===== src/include/dot_asserts.svh =====
// Dot product assertion macros
// Handshake stability and implication checks on clk, disabled during reset

`ifndef DOT_ASSERTS_SVH
`define DOT_ASSERTS_SVH

// Signal holds its value across a stalled handshake
// A cycle with valid high and ready low must be followed by an unchanged sig
`define DOT_ASSERT_STABLE(name, valid, ready, sig) \
  name : assert property ( \
    @(posedge clk) disable iff (!arst_n) \
    ((valid) && !(ready)) |=> $stable(sig) \
  );

// Same-cycle implication
`define DOT_ASSERT_IMPLIES(name, ante, cons) \
  name : assert property ( \
    @(posedge clk) disable iff (!arst_n) \
    (ante) |-> (cons) \
  );

`endif


===== src/source/dot_pkg.sv =====
// Dot product package
// Widths, lane coefficients and beat types shared by the fork, lanes and join

package dot_pkg;

  // ------------------------------------------------------------------------
  // Widths and lane count
  // ------------------------------------------------------------------------
  localparam int NUM_LANES = 4;
  localparam int SAMPLE_W  = 16;
  localparam int COEF_W    = 8;
  localparam int TAG_W     = 4;
  // Full product of one sample and one coefficient
  localparam int PROD_W    = SAMPLE_W + COEF_W;
  // Two extra bits hold the sum of four products
  localparam int SUM_W     = PROD_W + 2;

  typedef logic [SAMPLE_W-1:0]  sample_t;
  typedef logic [COEF_W-1:0]    coef_t;
  typedef logic [TAG_W-1:0]     tag_t;
  typedef logic [PROD_W-1:0]    prod_t;
  typedef logic [SUM_W-1:0]     sum_t;
  // One bit per lane
  typedef logic [NUM_LANES-1:0] lane_mask_t;

  // Fixed coefficient per lane
  // Highest set bit gives the lane latency of 2, 8, 5 and 8 cycles
  localparam coef_t LANE_COEFS [NUM_LANES] = '{8'h03, 8'h81, 8'h10, 8'hFF};

  // ------------------------------------------------------------------------
  // Beat types
  // ------------------------------------------------------------------------
  // Input beat, broadcast to every lane
  typedef struct packed {
    sample_t sample;
    tag_t    tag;
  } in_beat_t;

  // Result held by one lane
  typedef struct packed {
    prod_t prod;
    tag_t  tag;
  } lane_beat_t;

  // Joined output beat
  typedef struct packed {
    sum_t sum;
    tag_t tag;
  } out_beat_t;

  // Lane FSM states
  typedef enum logic [1:0] {
    IDLE,
    MUL,
    DONE
  } lane_state_t;

endpackage


===== src/source/flow_fork.sv =====
// Flow fork
// Broadcasts one ready-valid stream to every lane, no datapath

`timescale 1ns/100ps

`include "dot_asserts.svh"

module flow_fork (
  // Clock and reset drive only the checks
  input  logic                           clk,
  input  logic                           arst_n,

  // Upstream side
  input  logic                           in_valid,
  output logic                           in_ready,

  // Lane side
  // A lane valid may fall when another lane's ready falls
  input  logic [dot_pkg::NUM_LANES-1:0]  lane_ready,
  output logic [dot_pkg::NUM_LANES-1:0]  lane_valid
);

  import dot_pkg::*;

  // ------------------------------------------------------------------------
  // Handshake
  // ------------------------------------------------------------------------
  // Upstream transfers only when every lane takes the beat
  assign in_ready = &lane_ready;

  for (genvar i = 0; i < NUM_LANES; i++) begin : gen_lane_valid
    // Own ready is forced high so only the other lanes gate this valid
    // This avoids a loop from lane_ready[i] back to lane_valid[i]
    assign lane_valid[i] = in_valid && (&(lane_ready | (lane_mask_t'(1) << i)));
  end

  // ------------------------------------------------------------------------
  // Checks
  // ------------------------------------------------------------------------
  // Upstream keeps valid up until the beat is taken
  `DOT_ASSERT_STABLE(in_valid_stable_a, in_valid, in_ready, in_valid)

  for (genvar i = 0; i < NUM_LANES; i++) begin : gen_lane_checks
    // No lane sees a beat that upstream is not offering
    `DOT_ASSERT_IMPLIES(lane_valid_implies_in_a, lane_valid[i], in_valid)
  end

endmodule


===== src/source/mac_lane.sv =====
// Multiply lane
// Captures one beat and forms sample times a fixed coefficient by serial shift-add

`timescale 1ns/100ps

`include "dot_asserts.svh"

module mac_lane #(
  // Selects this lane's entry of the coefficient table
  parameter int LANE_IDX = 0
) (
  input  logic                clk,
  input  logic                arst_n,

  // Input beat from the fork
  input  logic                in_valid,
  output logic                in_ready,
  input  dot_pkg::in_beat_t   in_beat,

  // Product towards the join
  output logic                out_valid,
  input  logic                out_ready,
  output dot_pkg::lane_beat_t out_beat
);

  import dot_pkg::*;

  // ------------------------------------------------------------------------
  // State and datapath registers
  // ------------------------------------------------------------------------
  lane_state_t state;
  lane_state_t state_nxt;

  // Coefficient bits still to be consumed
  coef_t rem_coef;
  // Sample shifted left once per step
  prod_t mcand;
  // Running product
  prod_t acc;
  tag_t  tag_q;

  logic accept;
  logic last_step;

  // Only an idle lane takes a new beat
  assign in_ready  = (state == IDLE);
  assign accept    = in_valid && in_ready;

  // Last step when no set bits remain above bit 0
  assign last_step = (rem_coef[COEF_W-1:1] == '0);

  // ------------------------------------------------------------------------
  // Lane FSM
  // ------------------------------------------------------------------------
  always_comb begin
    state_nxt = state;
    unique case (state)
      IDLE: begin
        if (in_valid) begin
          state_nxt = MUL;
        end
      end
      MUL: begin
        // Early exit once the coefficient runs out of ones
        if (last_step) begin
          state_nxt = DONE;
        end
      end
      DONE: begin
        // Hold the product until the join takes it
        if (out_ready) begin
          state_nxt = IDLE;
        end
      end
      default: begin
        state_nxt = IDLE;
      end
    endcase
  end

  always_ff @(posedge clk or negedge arst_n) begin
    if (!arst_n) begin
      state <= IDLE;
    end else begin
      state <= state_nxt;
    end
  end

  // ------------------------------------------------------------------------
  // Shift-add datapath
  // ------------------------------------------------------------------------
  always_ff @(posedge clk) begin
    if (accept) begin
      // Load coefficient and widened sample and clear the sum
      rem_coef <= LANE_COEFS[LANE_IDX];
      mcand    <= prod_t'(in_beat.sample);
      acc      <= '0;
      tag_q    <= in_beat.tag;
    end else if (state == MUL) begin
      // Add the shifted sample for each set coefficient bit
      if (rem_coef[0]) begin
        acc <= acc + mcand;
      end
      mcand    <= mcand << 1;
      rem_coef <= rem_coef >> 1;
    end
  end

  // Product is final in DONE
  assign out_valid     = (state == DONE);
  assign out_beat.prod = acc;
  assign out_beat.tag  = tag_q;

  // ------------------------------------------------------------------------
  // Checks
  // ------------------------------------------------------------------------
  // Held result does not move while the join stalls
  `DOT_ASSERT_STABLE(out_beat_stable_a, out_valid, out_ready, out_beat)

endmodule


===== src/source/flow_join_sum.sv =====
// Join and sum
// Waits for every lane, adds the products and holds the result in one output slot

`timescale 1ns/100ps

`include "dot_asserts.svh"

module flow_join_sum (
  input  logic                          clk,
  input  logic                          arst_n,

  // Lane side
  input  logic [dot_pkg::NUM_LANES-1:0] lane_valid,
  // One ready shared by every lane
  output logic                          lane_ready,
  input  dot_pkg::lane_beat_t           lane_beats [dot_pkg::NUM_LANES],

  // Downstream side
  output logic                          out_valid,
  input  logic                          out_ready,
  output dot_pkg::out_beat_t            out_beat
);

  import dot_pkg::*;

  // ------------------------------------------------------------------------
  // Adder tree
  // ------------------------------------------------------------------------
  sum_t sum;
  logic tags_match;
  logic slot_free;

  // Products are widened first so the sum never overflows
  always_comb begin
    sum = '0;
    for (int i = 0; i < NUM_LANES; i++) begin
      sum = sum + sum_t'(lane_beats[i].prod);
    end
  end

  // All lanes should carry the same beat's tag
  always_comb begin
    tags_match = 1'b1;
    for (int i = 1; i < NUM_LANES; i++) begin
      if (lane_beats[i].tag != lane_beats[0].tag) begin
        tags_match = 1'b0;
      end
    end
  end

  // ------------------------------------------------------------------------
  // Join handshake
  // ------------------------------------------------------------------------
  // Slot can take a new result when empty or emptying this cycle
  assign slot_free  = !out_valid || out_ready;

  // Release every lane at once so they stay in step
  assign lane_ready = (&lane_valid) && slot_free;

  // ------------------------------------------------------------------------
  // Output slot
  // ------------------------------------------------------------------------
  always_ff @(posedge clk or negedge arst_n) begin
    if (!arst_n) begin
      out_valid <= 1'b0;
    end else if (lane_ready) begin
      // Load and drain in one cycle keeps valid up
      out_valid <= 1'b1;
    end else if (out_ready) begin
      out_valid <= 1'b0;
    end
  end

  always_ff @(posedge clk) begin
    if (lane_ready) begin
      out_beat.sum <= sum;
      // Lane 0 speaks for the whole group
      out_beat.tag <= lane_beats[0].tag;
    end
  end

  // ------------------------------------------------------------------------
  // Checks
  // ------------------------------------------------------------------------
  // Lanes finishing together belong to the same input beat
  `DOT_ASSERT_IMPLIES(tags_agree_a, lane_ready, tags_match)

  // Stalled output holds its data
  `DOT_ASSERT_STABLE(out_beat_stable_a, out_valid, out_ready, out_beat)

endmodule


===== src/source/dot_product_top.sv =====
// Dot product top level
// Fork to four multiply lanes, then join and sum into one output stream

`timescale 1ns/100ps

module dot_product_top (
  input  logic               clk,
  input  logic               arst_n,

  // Input stream of samples and tags
  input  logic               in_valid,
  output logic               in_ready,
  input  dot_pkg::in_beat_t  in_beat,

  // Output stream of sums and tags
  output logic               out_valid,
  input  logic               out_ready,
  output dot_pkg::out_beat_t out_beat
);

  import dot_pkg::*;

  // ------------------------------------------------------------------------
  // Internal wires
  // ------------------------------------------------------------------------
  // Fork to lanes
  lane_mask_t lane_in_valid;
  lane_mask_t lane_in_ready;

  // Lanes to join
  lane_mask_t lane_out_valid;
  logic       lane_out_ready;
  lane_beat_t lane_out [NUM_LANES];

  // Broadcast of the input handshake
  flow_fork u_fork (
    .clk        (clk),
    .arst_n     (arst_n),
    .in_valid   (in_valid),
    .in_ready   (in_ready),
    .lane_ready (lane_in_ready),
    .lane_valid (lane_in_valid)
  );

  // One multiply lane per coefficient
  // in_beat is shared by all lanes
  for (genvar i = 0; i < NUM_LANES; i++) begin : gen_lanes
    mac_lane #(
      .LANE_IDX (i)
    ) u_lane (
      .clk       (clk),
      .arst_n    (arst_n),
      .in_valid  (lane_in_valid[i]),
      .in_ready  (lane_in_ready[i]),
      .in_beat   (in_beat),
      .out_valid (lane_out_valid[i]),
      .out_ready (lane_out_ready),
      .out_beat  (lane_out[i])
    );
  end

  // Join, sum and output slot
  flow_join_sum u_join (
    .clk        (clk),
    .arst_n     (arst_n),
    .lane_valid (lane_out_valid),
    .lane_ready (lane_out_ready),
    .lane_beats (lane_out),
    .out_valid  (out_valid),
    .out_ready  (out_ready),
    .out_beat   (out_beat)
  );

endmodule


===== config.mk =====
export PLATFORM = sky130hd
export DESIGN_NAME = dot_product_top
export DESIGN_NICKNAME = d
export VERILOG_FILES = /design/src/source/dot_pkg.sv /design/src/source/flow_fork.sv /design/src/source/mac_lane.sv /design/src/source/flow_join_sum.sv /design/src/source/dot_product_top.sv
export VERILOG_INCLUDE_DIRS = /design/src /design/src/include
export SDC_FILE = /design/constraint.sdc
export NUM_CORES = 1
export LEC_CHECK = 0
export BUFFER_PORTS_ARGS = -buffer_cell sky130_fd_sc_hd__buf_2
export CORE_MARGIN = 4
export CORE_UTILIZATION = 40
export CTS_BUF_LIST = sky130_fd_sc_hd__clkbuf_4
export DETAILED_ROUTE_END_ITERATION = 12
export MAX_ROUTING_LAYER = met4
export PLACE_DENSITY = 0.67
export SETUP_SLACK_MARGIN = 0.2
export SLEW_MARGIN = 0
export SYNTH_ARGS = -nofsm -noshare
export SYNTH_HDL_FRONTEND = slang
export SYNTH_SLANG_ARGS = --single-unit

===== constraint.sdc =====
create_clock -name clk -period 5.04 [get_ports clk]
set_clock_uncertainty 0.2 [all_clocks]
set_input_delay 0.756 -clock clk [delete_from_list [all_inputs] [get_ports clk]]
set_output_delay 0.756 -clock clk [all_outputs]
set_load 0.03 [all_outputs]

==> metrics.txt <==
status=complete, no violations; vias in the first global route=13,744; Final Power=4.15 mW; yosys synthesis warning count=0; top sig layer=met4; synth unique cells=73; CTS tree=built; crit share post-route=96.1%; core area=40,000 um2; Reg area=6200 um2; fill count=3,781; adder-cell share of the synthesized area=14.4%; Tightest Pin Transition=1.02 ns; main area contributors after synthesis=dfxtp_1 (19%), edfxtp_1 (18%), ha_1 (11%); worst r2r path cells=19; kind of critical path=register to register; Clk pin slew, worst setup/hold paths=0.07 ns; DR vias/cell=5.25; slack of the worst reg-to-reg path=0.20 ns; Post-Layout Inst Area=18,800 um2; synthesized flop and latch total=258; Clock Tree Buf Depth=3; H-tree depth=3; final hold violations=0; initial antenna violation count=3; Yosys top cell by area=dfxtp_1; die area=44,100 um2; unrepaired setup endpoints after global routing=true; Hold Slack=0.0493 ns; Hold/Removal Path Class=input pin to register; Multi-input gate area=9650 um2; Main synth FF type=dfxtp_1; mapped cell area=16,300 um2; Final setup violation count=0; peak supply drop=115 uV; met2 WL=19,300 um; DPL Wire Length=30,100 um; nets@finish=2,243; Clock Sinks=258; critical path launch point=gen_lanes[0].u_lane.acc[1]$_SDFFE_PP0P_; first-pass GRT wire length=64,900 um; max cap viols=0; Congestion Overflow GR=0; Yosys top cell area share=18.5%; syn_area_per_cell=8.50 um2; register area share after synthesis=37.9%; ys async rst share=3.49%; clk root buf=clkbuf_4; critical path fanouts, max=4; final setup margin=0.198 ns; RR Startpoint=gen_lanes[0].u_lane.acc[1]$_SDFFE_PP0P_; number of flops mapped to enable cells by yosys=98; largest net degree at the start of global routing=47; Leak=8.56 nW; synthesized instance count=1,920; dominant combinational cell family by area after synthesis=simple AND/OR/NAND/NOR gates; Iter 0 DRT Violations=756; Slew headroom=32.0%; Pre-antenna DRT Iters=7; row count=73; CTS buffer count=70; metal3 WL=1940 um; post-synthesis mux area share=0.552%; Layout area overhead=15.3%; Synth top cells by count=nand2_1 (401), a21oi_1 (203), dfxtp_1 (151); Post-Place Worst Slack=-0.181 ns; Total GRT Usage=18.1%; CP Capture Point=u_join.out_beat[27]$_DFFE_PP_; Die Y-Extent=210 um; simple-gate share of the synthesized area=18.9%; GPL Wtd Cong=0.887; post-route ant nets=0; DR WL/cell=15.2 um; metal1 wirelength=17,900 um; count leader, synth=nand2_1; Startpoint Class=register; Residual DRC=0; xor-xnor portion of the synthesized cell area=5.31%; fmax=207 MHz; Synth Net Count=2,114; power density cells=220 nW/um2; PortBufs=55; worst path required time=5.42 ns; minimum clock period=4.84 ns; Worst R2R End=u_join.out_beat[27]$_DFFE_PP_; DP Area=17,500 um2; Max Slew Vio Count=0; via count=13,829; Synth Area in Compound Gates=18.1%; drt total wl=40,000 um; ratio of cells with drive above 1 in the final layout=14.2%; critical path arrival=5.22 ns; Initial Util=40.8%; crit end category=register; worst skew pair latency=0.72 ns; die width=210 um; # IOs=56
[cells in the final DEF (no fill, tap or decap), types with 10 or more instances in the layout]
master,synthesis,layout
a211oi_1,16,15
a21o_1,65,65
a21oi_1,203,193
a21oi_2,2,10
a31oi_1,14,13
and3_1,24,24
buf_2,2,55
buf_4,0,61
clkbuf_4,0,110
clkinv_1,0,11
dfxtp_1,151,147
edfxtp_1,98,98
fa_1,30,29
ha_1,140,133
inv_1,139,137
nand2_1,401,399
nand2b_1,18,18
nand3_1,51,51
nand4_1,12,12
nor2_1,87,85
nor2b_1,23,23
nor3_1,31,30
o21a_1,15,15
o21ai_0,85,81
o21bai_1,12,12
xnor2_1,65,62
xor2_1,34,30
[worst min path at each step]
stage | startpoint | end | slack (ns) | depth (start not counted)
detailed placement | gen_lanes[0].u_lane.tag_q[3]$_DFFE_PP_ | u_join.out_beat[3]$_DFFE_PP_ | 0.23 | 0
global placement | gen_lanes[0].u_lane.tag_q[1]$_DFFE_PP_ | u_join.out_beat[1]$_DFFE_PP_ | 0.20 | 0
finish | in_beat[3] | gen_lanes[0].u_lane.tag_q[3]$_DFFE_PP_ | 0.05 | 1
global route | in_beat[3] | gen_lanes[0].u_lane.tag_q[3]$_DFFE_PP_ | -0.009 | 1
floorplan | gen_lanes[0].u_lane.tag_q[0]$_DFFE_PP_ | u_join.out_beat[0]$_DFFE_PP_ | 0.20 | 0
CTS | in_beat[3] | gen_lanes[0].u_lane.tag_q[3]$_DFFE_PP_ | 0.003 | 1
[layout make-up]
class                           count  area share (%)
Sequential cell                   258            32.9
Multi-Input combinational cell   1456            51.3
Clock inverter                     16           0.605
Tap cell                          525            3.49
Inverter                          140            2.81
Timing Repair Buffer              123            4.44
Antenna cell                        4          0.0532
Clock buffer                      110            4.39
[flip-flops by register name, summed over array words and instances, names as in the netlist]
name / count
gen_lanes.u_lane.acc: 96
gen_lanes.u_lane.state: 8
gen_lanes.u_lane.tag_q: 4
u_join.out_beat: 30
u_join.out_valid: 1
gen_lanes.u_lane.rem_coef: 23
gen_lanes.u_lane.mcand: 96
[repair_timing]
item | in CTS | in global routing
setup endpoints to repair | 12 | 13
setup buffers | 5 | 3
endpoints found under the hold margin | 9 | 1
pin swaps | 19 | 21
hold buffers | 1 | 1
resized for setup | 31 | 29
[stage by stage]
step | TNS (ns) | instances | utilization, %
6_report | 0 | 2632 | 47.0
5_1_grt | 0 | 2632 | 47.0
4_1_cts | 0 | 2624 | 46.6
3_5_place_dp | -0.753 | 2492 | 43.7
3_3_place_gp | -0.332 | 2492 | 43.7
2_1_floorplan | 0 | 1920 | -
[cell families (layout without fill, tap and decap cells)]
logic type	count (synthesis)	in the layout
other cells	0	4
simple gates	699	699
flops	258	258
buf+inv	206	389
xor+xnor	99	99
fa+ha+maj	170	170
compound gates	479	479
mux	9	9
[metal layers]
| metal | up-vias | GRT usage, % |
|---|---|---|
| met3 | 75 | 3.16 |
| met5 | - | - |
| met2 | 318 | 31.0 |
| li1 | 6987 | - |
| met4 | 0 | 5.69 |
| met1 | 6449 | 21.9 |
[power breakdown]
group / switching (mW) / internal [mW]
clock network: 0.892 / 1.09
logic: 0.00709 / 0.00756
registers: 0.0000000000000000435 / 2.15
total: 0.899 / 3.25
[worst max-delay path: stages, from the launching register on]
cell and delay [ns]:
dfxtp_2 0.36, ha_4 0.20, a21o_1 0.18, a211o_1 0.27, a21oi_2 0.19, a2111oi_2 0.09, buf_4 0.16, a311o_1 0.36
a31oi_4 0.27, o21ai_2 0.09, a21oi_2 0.18, xor2_2 0.13, fa_1 0.54, inv_1 0.04, ha_2 0.17, or3_4 0.39
nor3b_4 0.24, o31ai_4 0.10, or4_1 0.43, nand4_1 0.10
No activity file was read; power rests on OpenSTA's default activity.
